--- src/verilog/wb_pkg.sv ---
`default_nettype none

package wb_pkg;

    // Shape of one cache line as it leaves the buffer.
    localparam int LINE_BEATS = 8;
    localparam int WORD_W = 32;
    localparam int LINE_W = LINE_BEATS * WORD_W;

    // Lines are 32-byte aligned, so the low five address bits are always zero.
    localparam int LINE_ADDR_W = 27;

    localparam int BEAT_W = $clog2(LINE_BEATS);

    typedef enum logic [3:0] {
        IDLE   = 4'd0,  // Waiting for a valid head slot.
        PULL   = 4'd1,  // Address phase.
        SEND_0 = 4'd2,
        SEND_1 = 4'd3,
        SEND_2 = 4'd4,
        SEND_3 = 4'd5,
        SEND_4 = 4'd6,
        SEND_5 = 4'd7,
        SEND_6 = 4'd8,
        SEND_7 = 4'd9,  // Last beat.
        DONE   = 4'd10  // Waiting for the write response.
    } wr_state_t;

endpackage

`default_nettype wire

--- src/verilog/wb_fill.sv ---
`default_nettype none

module wb_fill #(
    parameter int SLOTS = 4
) (
    input  wire              clk,
    input  wire              rstn,

    input  wire              line_strobe,
    input  wire [SLOTS-1:0]  slot_valid,

    output logic [SLOTS-1:0] load_sel,
    output logic             full
);

    localparam int PTR_W = $clog2(SLOTS);

    logic [PTR_W-1:0] wr_ptr;

    // The ring fills in order, so the slot at the write pointer is the
    // next one the engine will free once everything ahead of it has drained.
    always_ff @(posedge clk or negedge rstn) begin
        if (!rstn) begin
            wr_ptr <= '0;
        end else if (line_strobe) begin
            wr_ptr <= wr_ptr + 1'b1;  // Wraps since SLOTS is a power of two.
        end
    end

    always_comb begin
        load_sel = '0;
        if (line_strobe) begin
            load_sel = SLOTS'(1) << wr_ptr;
        end
    end

    assign full = slot_valid[wr_ptr];

    // A strobe into an occupied slot would overwrite a line that has not
    // yet gone out to memory.
    assert property (@(posedge clk) disable iff (!rstn)
        line_strobe |-> !full)
        else $error("line strobe while the buffer is full");

endmodule

`default_nettype wire

--- src/verilog/wb_slot.sv ---
`default_nettype none

module wb_slot
    import wb_pkg::*;
(
    input  wire                    clk,
    input  wire                    rstn,

    input  wire                    load,
    input  wire                    free,
    input  wire [LINE_ADDR_W-1:0]  line_addr,
    input  wire [LINE_W-1:0]       line_data,
    input  wire [BEAT_W-1:0]       beat,

    output logic                   valid,
    output logic [LINE_ADDR_W-1:0] addr,
    output logic [WORD_W-1:0]      word
);

    logic [LINE_BEATS-1:0][WORD_W-1:0] words;

    always_ff @(posedge clk or negedge rstn) begin
        if (!rstn) begin
            valid <= 1'b0;
        end else if (load) begin
            valid <= 1'b1;
        end else if (free) begin
            valid <= 1'b0;
        end
    end

    // Word 0 sits in the lowest bits of the line.
    always_ff @(posedge clk) begin
        if (load) begin
            addr  <= line_addr;
            words <= line_data;
        end
    end

    assign word = words[beat];

    // The fill unit must not reuse a slot in the same cycle the engine releases it.
    assert property (@(posedge clk) disable iff (!rstn)
        valid |-> !(load && free))
        else $error("slot loaded and freed in the same cycle");

endmodule

`default_nettype wire

--- src/verilog/wb_axi_write.sv ---
`default_nettype none

module wb_axi_write
    import wb_pkg::*;
#(
    parameter int SLOTS = 4
) (
    input  wire                          clk,
    input  wire                          rstn,

    input  wire                          lock,

    input  wire [SLOTS-1:0]              slot_valid,
    input  wire [SLOTS*LINE_ADDR_W-1:0]  slot_addr,
    input  wire [SLOTS*WORD_W-1:0]       slot_word,
    output logic [BEAT_W-1:0]            beat,
    output logic [SLOTS-1:0]             free_sel,

    output logic                         awvalid,
    output logic [31:0]                  awaddr,
    input  wire                          awready,

    output logic                         wvalid,
    output logic [WORD_W-1:0]            wdata,
    output logic                         wlast,
    input  wire                          wready,

    input  wire                          bvalid,
    output logic                         bready
);

    localparam int PTR_W = $clog2(SLOTS);
    localparam int OFFS_W = 32 - LINE_ADDR_W;

    wr_state_t        state;
    wr_state_t        state_nxt;
    logic [PTR_W-1:0] rd_ptr;
    logic             head_valid;
    logic             resp_done;
    logic [3:0]       send_idx;

    assign head_valid = slot_valid[rd_ptr];
    assign resp_done = bready && bvalid;

    always_ff @(posedge clk or negedge rstn) begin
        if (!rstn) begin
            state  <= IDLE;
            rd_ptr <= '0;
        end else begin
            state <= state_nxt;
            if (resp_done) begin
                rd_ptr <= rd_ptr + 1'b1;  // Head moves on with the response.
            end
        end
    end

    always_comb begin
        case (state)
            IDLE: begin
                if (!lock && head_valid) state_nxt = PULL;
                else                     state_nxt = IDLE;
            end
            PULL: begin
                if (awready) state_nxt = SEND_0;
                else         state_nxt = PULL;
            end
            SEND_0: begin
                if (wready) state_nxt = SEND_1;
                else        state_nxt = SEND_0;
            end
            SEND_1: begin
                if (wready) state_nxt = SEND_2;
                else        state_nxt = SEND_1;
            end
            SEND_2: begin
                if (wready) state_nxt = SEND_3;
                else        state_nxt = SEND_2;
            end
            SEND_3: begin
                if (wready) state_nxt = SEND_4;
                else        state_nxt = SEND_3;
            end
            SEND_4: begin
                if (wready) state_nxt = SEND_5;
                else        state_nxt = SEND_4;
            end
            SEND_5: begin
                if (wready) state_nxt = SEND_6;
                else        state_nxt = SEND_5;
            end
            SEND_6: begin
                if (wready) state_nxt = SEND_7;
                else        state_nxt = SEND_6;
            end
            SEND_7: begin
                if (wready) state_nxt = DONE;
                else        state_nxt = SEND_7;
            end
            DONE: begin
                if (bvalid) state_nxt = IDLE;
                else        state_nxt = DONE;
            end
            default: state_nxt = IDLE;
        endcase
    end

    // All channel outputs follow the state alone, so a stall holds them steady.
    assign awvalid = (state == PULL);
    assign wvalid = (state >= SEND_0) && (state <= SEND_7);
    assign wlast = (state == SEND_7);
    assign bready = (state == DONE);

    // The send states are consecutive, so the beat index is the offset from SEND_0.
    assign send_idx = 4'(state) - 4'(SEND_0);
    assign beat = wvalid ? send_idx[BEAT_W-1:0] : '0;

    assign awaddr = {slot_addr[rd_ptr*LINE_ADDR_W +: LINE_ADDR_W], {OFFS_W{1'b0}}};
    assign wdata = slot_word[rd_ptr*WORD_W +: WORD_W];

    always_comb begin
        free_sel = '0;
        if (resp_done) begin
            free_sel = SLOTS'(1) << rd_ptr;
        end
    end

    // The head slot's contents must not shift under a stalled transfer.
    assert property (@(posedge clk) disable iff (!rstn)
        awvalid && !awready |=> awvalid && $stable(awaddr))
        else $error("awvalid dropped or awaddr changed before the address transfer");

    assert property (@(posedge clk) disable iff (!rstn)
        wvalid && !wready |=> wvalid && $stable(wdata) && $stable(wlast))
        else $error("wvalid dropped or wdata changed before the beat transfer");

endmodule

`default_nettype wire

--- src/verilog/wb_top.sv ---
`default_nettype none

module wb_top
    import wb_pkg::*;
#(
    parameter int SLOTS = 4
) (
    input  wire                   clk,
    input  wire                   rstn,

    input  wire                   line_strobe,
    input  wire [LINE_ADDR_W-1:0] line_addr,
    input  wire [LINE_W-1:0]      line_data,
    output logic                  full,

    input  wire                   lock,

    output logic                  awvalid,
    output logic [31:0]           awaddr,
    input  wire                   awready,
    output logic                  wvalid,
    output logic [WORD_W-1:0]     wdata,
    output logic                  wlast,
    input  wire                   wready,
    input  wire                   bvalid,
    output logic                  bready
);

    wire [SLOTS-1:0]             load_sel;
    wire [SLOTS-1:0]             free_sel;
    wire [SLOTS-1:0]             slot_valid;
    wire [SLOTS*LINE_ADDR_W-1:0] slot_addr;
    wire [SLOTS*WORD_W-1:0]      slot_word;
    wire [BEAT_W-1:0]            beat;

    wb_fill #(
        .SLOTS (SLOTS)
    ) u_fill (
        .clk         (clk),
        .rstn        (rstn),
        .line_strobe (line_strobe),
        .slot_valid  (slot_valid),
        .load_sel    (load_sel),
        .full        (full)
    );

    for (genvar i = 0; i < SLOTS; i++) begin : g_slot
        wb_slot u_slot (
            .clk       (clk),
            .rstn      (rstn),
            .load      (load_sel[i]),
            .free      (free_sel[i]),
            .line_addr (line_addr),
            .line_data (line_data),
            .beat      (beat),
            .valid     (slot_valid[i]),
            .addr      (slot_addr[i*LINE_ADDR_W +: LINE_ADDR_W]),
            .word      (slot_word[i*WORD_W +: WORD_W])
        );
    end

    wb_axi_write #(
        .SLOTS (SLOTS)
    ) u_axi_write (
        .clk        (clk),
        .rstn       (rstn),
        .lock       (lock),
        .slot_valid (slot_valid),
        .slot_addr  (slot_addr),
        .slot_word  (slot_word),
        .beat       (beat),
        .free_sel   (free_sel),
        .awvalid    (awvalid),
        .awaddr     (awaddr),
        .awready    (awready),
        .wvalid     (wvalid),
        .wdata      (wdata),
        .wlast      (wlast),
        .wready     (wready),
        .bvalid     (bvalid),
        .bready     (bready)
    );

endmodule

`default_nettype wire

--- config.mk ---
export PLATFORM = sky130hd
export DESIGN_NAME = wb_top
export DESIGN_NICKNAME = d
export VERILOG_FILES = /design/src/verilog/wb_pkg.sv /design/src/verilog/wb_fill.sv /design/src/verilog/wb_slot.sv /design/src/verilog/wb_axi_write.sv /design/src/verilog/wb_top.sv
export SDC_FILE = /design/constraint.sdc
export NUM_CORES = 1
export LEC_CHECK = 0
export BUFFER_PORTS_ARGS = -buffer_cell sky130_fd_sc_hd__buf_2
export CELL_PAD_IN_SITES_DETAIL_PLACEMENT = 1
export CELL_PAD_IN_SITES_GLOBAL_PLACEMENT = 1
export CORE_MARGIN = 4
export CORE_UTILIZATION = 46
export DETAILED_ROUTE_END_ITERATION = 8
export GPL_TIMING_DRIVEN = 0
export HOLD_SLACK_MARGIN = 0.08
export PLACE_DENSITY_LB_ADDON = 0.1
export SYNTH_ARGS = -nofsm -noshare
export SYNTH_HDL_FRONTEND = slang
export SYNTH_SLANG_ARGS = --single-unit
export TNS_END_PERCENT = 20
--- constraint.sdc ---
create_clock -name clk -period 8 [get_ports clk]
set_input_delay 0.4 -clock clk [delete_from_list [all_inputs] [get_ports clk]]
set_output_delay 0.4 -clock clk [all_outputs]
set_load 0.005 [all_outputs]
==> summary.md, run 1 <==
| Metric | Value |
|---|---|
| Vias per cell | `6.12` |
| Period utilization | `0.584` |
| Total Wirelength | `160,000 um` |
| Post-CTS setup buffer count | `0` |
| P per Cell Area | `387 mW/mm^2` |
| Drt drc | `0` |
| Worst slack at placement | `4.31 ns` |
| Initial detailed-routing violation count | `3,884` |
| HPWL after detailed placement | `105,000 um` |
| Worst-Margin Slew | `1.44 ns` |
| Initial antenna violation count | `20` |
| Sequential fraction of the synthesis area | `0.768` |
| Crit path cell chain | `buf_4, or3b_1, buf_4, buf_1, clkbuf_1, o2111ai_1, a32oi_1, and3_1, buf_2` |
| Outcome | `finished, violations left` |
| Max FO, Critical Path | `10` |
| Mapped Cells | `2,747` |
| Clock slew at reported path FFs | `0.06 ns` |
| Worst EP arrival | `4.27 ns` |
| Tightest Hold Check Type | `in -> async` |
| Peak Freq | `214 MHz` |
| Layout cells sized above 1 | `0.196` |
| First-pass GRT wire length | `227,000 um` |
| Rows | `114` |
| Clk root buf | `clkbuf_16` |
| Drt wl/cell | `32.5 um` |
| DR pass1 iterations | `6` |
| Layout area overhead | `24.0%` |
| Delay-heaviest family, CP | `buffers and inverters` |
| # Max-Cap Violations | `1` |
| Chip width | `320 um` |
| Primary FF master, synth | `edfxtp_1` |
| Cts repair resizes | `0` |
| Vias in the first global route | `31,800` |
| R2R cell count | `6` |
| Kind of end point of the critical path | `output port` |
| Average cell area after synthesis | `16.3 um^2` |
| Levels on crit path | `9` |
| Number of flops mapped to enable cells by yosys | `1,132` |
| Sink Count | `1,144` |
| Die Ht | `320 um` |
| Synth Register Bits | `1,144` |
| Synth top area share | `0.761` |
| Ranking of synthesized cells by area | `edfxtp_1 (76%), mux2i_1 (3.6%), a21oi_1 (1.8%)` |
| Yosys cell types | `61` |
| Worst path required time | `7.60 ns` |
| Peak supply drop | `0.257 mV` |
| Crit path kind | `reg -> out` |
| Full die area | `0.102 mm^2` |
| Mapped cell area | `0.0446 mm^2` |
| RSZ-0062 raised after global routing | `false` |
| Count of final max-slew check failures | `0` |
| DR vias | `30,100` |
| Cell with the most instances after synthesis | `edfxtp_1` |
| Top cells by count, synth | `edfxtp_1 (1,132), nand2_1 (199), a21oi_1 (165)` |
| Failing checks | `max-capacitance violations` |
| Setup crit start kind | `register` |
| Worst skew pair latency | `0.72 ns` |
| Grt ovf | `0` |
| Crit path time final | `4.67 ns` |
| Flop2flop setup slack | `5.11 ns` |
| Synth Warn # | `0` |
| TritonCTS clock tree | `yes` |
| Core area | `0.0964 mm^2` |
| Slew margin rel. | `0.0183` |
| Final hold vios | `0` |
| Most frequent cell on the critical path | `buf_4` |
| Crit path largest cell delay | `0.91 ns` |
| Placer Congestion | `0.881` |
| Starting density of the core | `0.463` |
| Clock skew | `0.0250 ns` |
| H-tree depth | `3` |
| Port Buffers | `353` |
| Routed Antenna Nets | `0` |
| Clock Path Buffers | `3` |
| Synth async-reset ratio | `0.0105` |
| CP Buf/Inv Count | `5` |
| # nets final | `3,830` |
| Cell accounting for the most synthesized area | `edfxtp_1` |
| Finished Core Util | `0.574` |
| Leakage | `18.8 nW` |
| Final Setup Violations | `0` |
| I/O pins | `359` |
| Largest net degree at the start of global routing | `61` |
| Slowest-stage cell, CP | `clkbuf_1` |
| Final worst slack | `3.33 ns` |
| Final Power | `21.4 mW` |
| CTS Buf Count | `119` |
| All-Layer GR Usage | `0.309` |
-- routing by layer --
metal	part of all wire	up-vias	GRT usage
met4	0.034	8	0.0985
li1	-	12600	-
met1	0.39	15500	0.409
met3	0.097	308	0.0747
met2	0.48	1665	0.508
met5	0.00027	-	0
-- cells by family (layout without fill, tap and decap cells) --
group,after synthesis,in the layout,share of synthesized area
xor+xnor,5,5,0.000981
fa+ha+maj,8,8,0.00224
other cells,1,19,0.0000840
simple gates,428,428,0.0418
compound gates,760,760,0.114
buf+inv,211,1093,0.0223
mux,190,190,0.0507
flops,1144,1144,0.768
-- area by class of cell --
cell class | count | area (um^2)
diodes | 14 | 35.0
plain buffers | 203 | 963
clock buffers | 150 | 3180
clock inverters | 72 | 701
fillers | 9100 | 41100
inverters | 8 | 30.0
multi-input cells | 1396 | 9380
flip-flops and latches | 1144 | 34300
well taps | 1276 | 1600
repair buffers | 660 | 5190
-- final timing paths --
kind | startpoint | endpoint
worst min register to register | g_slot[0].u_slot.valid$_DFFE_PN0P_ | g_slot[0].u_slot.valid$_DFFE_PN0P_
worst min-delay path | rstn | g_slot[3].u_slot.valid$_DFFE_PN0P_
worst max-delay path | u_axi_write.state[1]$_DFF_PN0_ | wdata[17]
worst max register to register | u_fill.wr_ptr[1]$_DFFE_PN0P_ | g_slot[1].u_slot.addr[10]$_DFFE_PP_
min in group clk | lock | u_axi_write.state[0]$_DFF_PN0_
max in group asynchronous | rstn | u_axi_write.state[3]$_DFF_PN0_
-- registers in the layout, summed over array words and instances (netlist names) --
name / cells
g_slot.u_slot.valid: 4
g_slot.u_slot.words: 1024
u_axi_write.state: 4
u_fill.wr_ptr: 2
g_slot.u_slot.addr: 108
u_axi_write.rd_ptr: 2
-- power by group --
part           total, mW  switching (mW)  leakage, nW  internal (mW)
Clock               5.58            2.34         1.90           3.24
Combinational       7.73            5.52         6.38           2.22
Sequential          8.12           0.298         10.5           7.82
Total               21.4            8.15         18.8           13.3
-- stage by stage --
step	setup TNS [ns]	cell area (um^2)	instances	hold slack [ns]
3_5_place_dp	0	48600	4400	0.330
6_report	0	55400	4923	0.149
5_1_grt	0	55300	4915	0.147
2_1_floorplan	0	44700	2751	0.104
4_1_cts	0	55300	4909	0.0915
3_3_place_gp	-4821.65	48000	4380	0.327
-- timing repair --
action / CTS / global route
hold endpoints to repair: 1149 / 0
hold buffers: 287 / 0
endpoints found under the setup margin: 0 / 0
-- layout by cell type, fill, tap and decap left out, types with 63 or more instances in the layout --
master | synthesis | routed
edfxtp_1 | 1132 | 1132
buf_2 | 68 | 421
dlygate4sd3_1 | 0 | 287
nand2_1 | 199 | 199
a21oi_1 | 165 | 165
mux2i_1 | 161 | 161
o21ai_0 | 158 | 158
clkbuf_1 | 97 | 124
clkbuf_16 | 0 | 123
nor2_1 | 106 | 106
o22ai_1 | 94 | 94
o21ai_1 | 73 | 73
o2111ai_1 | 63 | 63
No activity file was read; power rests on OpenSTA's default activity.
==> run 2: changes to the inputs <==
CORE_UTILIZATION = 47   (was 46)
clock period = 4.4 ns   (was 8 ns; I/O delays follow)
==> run 2 against run 1 <==
- the run ends with negative setup slack left
- sequential power increased by 82%
- worst setup slack got worse by 3.3 ns
- cell count decreased by 0.24%
- critical path type unchanged
- critical endpoint is now wdata[25]
==> summary.md, run 2 (synthesized netlist as in run 1, its figures left out) <==
| Metric | Value |
|---|---|
| Outcome | `finished, violations left` |
| Failing checks | `negative setup slack` |
| R2R cell count | `8` |
| Worst path required time | `4.18 ns` |
| Top Registers | `g_slot.u_slot.words: 1024 flops, g_slot.u_slot.addr: 108 flops` |
| Drt wl/cell | `32.9 um` |
| Starting density of the core | `0.476` |
| Period utilization | `1.00` |
| DR pass1 iterations | `5` |
| I/O pins | `359` |
| Pint | `24.2 mW` |
| Most frequent cell on the critical path | `buf_2` |
| HPWL after detailed placement | `105,000 um` |
| CP Buf/Inv Count | `5` |
| Drt drc | `0` |
| Most frequent cells in the layout | `edfxtp_1 (1,132), buf_2 (421), dlygate4sd3_1 (292)` |
| Initial detailed-routing violation count | `4,123` |
| Max FFs per register | `1,024` |
| Delay-heaviest family, CP | `buffers and inverters` |
| Largest net degree at the start of global routing | `63` |
| Max FO, Critical Path | `10` |
| Rows | `112` |
| # Max-Cap Violations | `0` |
| Multi-input gate area | `0.00938 mm^2` |
| Register Area | `0.0343 mm^2` |
| First-pass GRT wire length | `227,000 um` |
| Layout cells sized above 1 | `0.198` |
| P per Cell Area | `707 mW/mm^2` |
| Switching share of total power | `0.384` |
| Worst slack at placement | `0.784 ns` |
| Sink Count | `1,144` |
| Worst hold margin | `0.260 ns` |
| Clock Path Buffers | `3` |
| Clock slew at reported path FFs | `0.06 ns` |
| Core area | `0.0937 mm^2` |
| Fillers | `8,717` |
| Tightest Hold Check Type | `in -> reg` |
| Grt ovf | `0` |
| Peak Freq | `227 MHz` |
| Levels on crit path | `10` |
| Vias in the first global route | `31,900` |
| Peak supply drop | `0.441 mV` |
| Crit path largest cell delay | `0.99 ns` |
| DR vias | `30,400` |
| Full die area | `0.100 mm^2` |
| Crit path kind | `reg -> out` |
| Sw power | `15.0 mW` |
| Total Wirelength | `162,000 um` |
| Worst skew pair latency | `0.72 ns` |
| Leakage | `18.9 nW` |
| Leading cell type in the layout, fill and taps excluded | `edfxtp_1` |
| Setup crit start kind | `register` |
| Clk root buf | `clkbuf_16` |
| Routed Antenna Nets | `0` |
| Clock skew | `0.0226 ns` |
| Crit path cell chain | `buf_4, inv_2, buf_2, nor2_2, nand2_1, clkbuf_1, o221ai_1, o211ai_1, and4_1, buf_2` |
| Clock network fraction of total power | `0.261` |
| Worst-Margin Slew | `1.40 ns` |
| # nets final | `3,838` |
| Port Buffers | `353` |
| Kind of end point of the critical path | `output port` |
| Final Setup Violations | `1` |
| Die Ht | `316 um` |
| H-tree depth | `3` |
| Count of final max-slew check failures | `0` |
| Sequential Power Share | `0.377` |
| Placer Congestion | `0.884` |
| Largest Register | `g_slot.u_slot.words` |
| Worst EP arrival | `4.19 ns` |
| Post-CTS setup buffer count | `0` |
| RSZ-0062 raised after global routing | `false` |
| Comb power frac | `0.363` |
| Vias per cell | `6.19` |
| Crit path time final | `4.41 ns` |
| Worst Hold Depth | `2` |
| Slowest-stage cell, CP | `clkbuf_1` |
| Slew margin rel. | `0.0643` |
| TritonCTS clock tree | `yes` |
| Chip width | `316 um` |
| Final worst slack | `-0.00991 ns` |
| All-Layer GR Usage | `0.320` |
| Initial antenna violation count | `17` |
| CTS Buf Count | `121` |
| Layout area overhead | `24.2%` |
| Final hold vios | `0` |
==> run 2: repair_timing <==
| item | 4_1_cts | 5_1_grt |
|---|---|---|
| hold buffers | 292 | 0 |
| endpoints found under the hold margin | 1150 | 0 |
| gates resized for setup | 1 | 8 |
| pin swaps | 0 | 0 |
| endpoints found under the setup margin | 2 | 5 |
==> run 2: final timing paths <==
check | start | slack (ns) | to
max | u_axi_write.state[0]$_DFF_PN0_ | -0.01 | wdata[25]
min | line_data[234] | 0.26 | g_slot[2].u_slot.words[234]$_DFFE_PP_
max reg2reg | u_axi_write.state[0]$_DFF_PN0_ | 1.36 | u_axi_write.state[0]$_DFF_PN0_
min reg2reg | g_slot[3].u_slot.valid$_DFFE_PN0P_ | 0.53 | g_slot[3].u_slot.valid$_DFFE_PN0P_
max in group asynchronous | rstn | 3.20 | g_slot[1].u_slot.valid$_DFFE_PN0P_
min in group asynchronous | rstn | 0.67 | g_slot[0].u_slot.valid$_DFFE_PN0P_
==> run 2: stage by stage <==
stage                     cells  instance area, um^2  TNS [ns]   util  power (mW)
final                      4911                55400  -0.00991  0.591        39.2
after global routing       4901                55400         0  0.591        40.5
after CTS                  4898                55400         0  0.591        39.0
after detailed placement   4379                48600         0  0.518        28.5
after global placement     4358                48000  -2166.07  0.512        28.3
after floorplan            2751                44700   -109.10      -        22.1
==> run 2: final cells by class <==
type | count | area share
Timing Repair Buffer | 666 | 0.0945
Clock inverter | 79 | 0.0132
Buffer | 203 | 0.0176
Sequential cell | 1144 | 0.619
Multi-Input combinational cell | 1396 | 0.169
Inverter | 8 | 0.000542
Clock buffer | 148 | 0.0575
Tap cell | 1254 | 0.0283
Antenna cell | 13 | 0.000587
==> run 2: metal layers <==
layer | vias to the layer above | global-route usage | part of all wire
li1 | 12600 | - | -
met5 | - | 0 | 0.00046
met4 | 12 | 0.123 | 0.043
met2 | 1731 | 0.520 | 0.47
met3 | 392 | 0.0792 | 0.10
met1 | 15600 | 0.420 | 0.38
==> run 2: worst register-to-register path, stage by stage, from the launching register on <==
cell and delay, ns:
dfrtp_1 0.33, buf_4 0.19, buf_6 0.20, buf_2 0.42
clkbuf_1 0.72, nor2_1 0.23, a2bb2oi_1 0.18, dlygate4sd3_1 0.57
o31ai_1 0.07
==> run 2: power groups by stage <==
stage	sequential (mW)	clock, mW	combinational, mW
5_1_grt	14.9	10.8	14.8
3_5_place_dp	15.0	0	13.6
2_1_floorplan	15.1	0	7.00
3_3_place_gp	15.4	0	12.9
6_report	14.8	10.2	14.2
4_1_cts	14.7	10.3	13.9
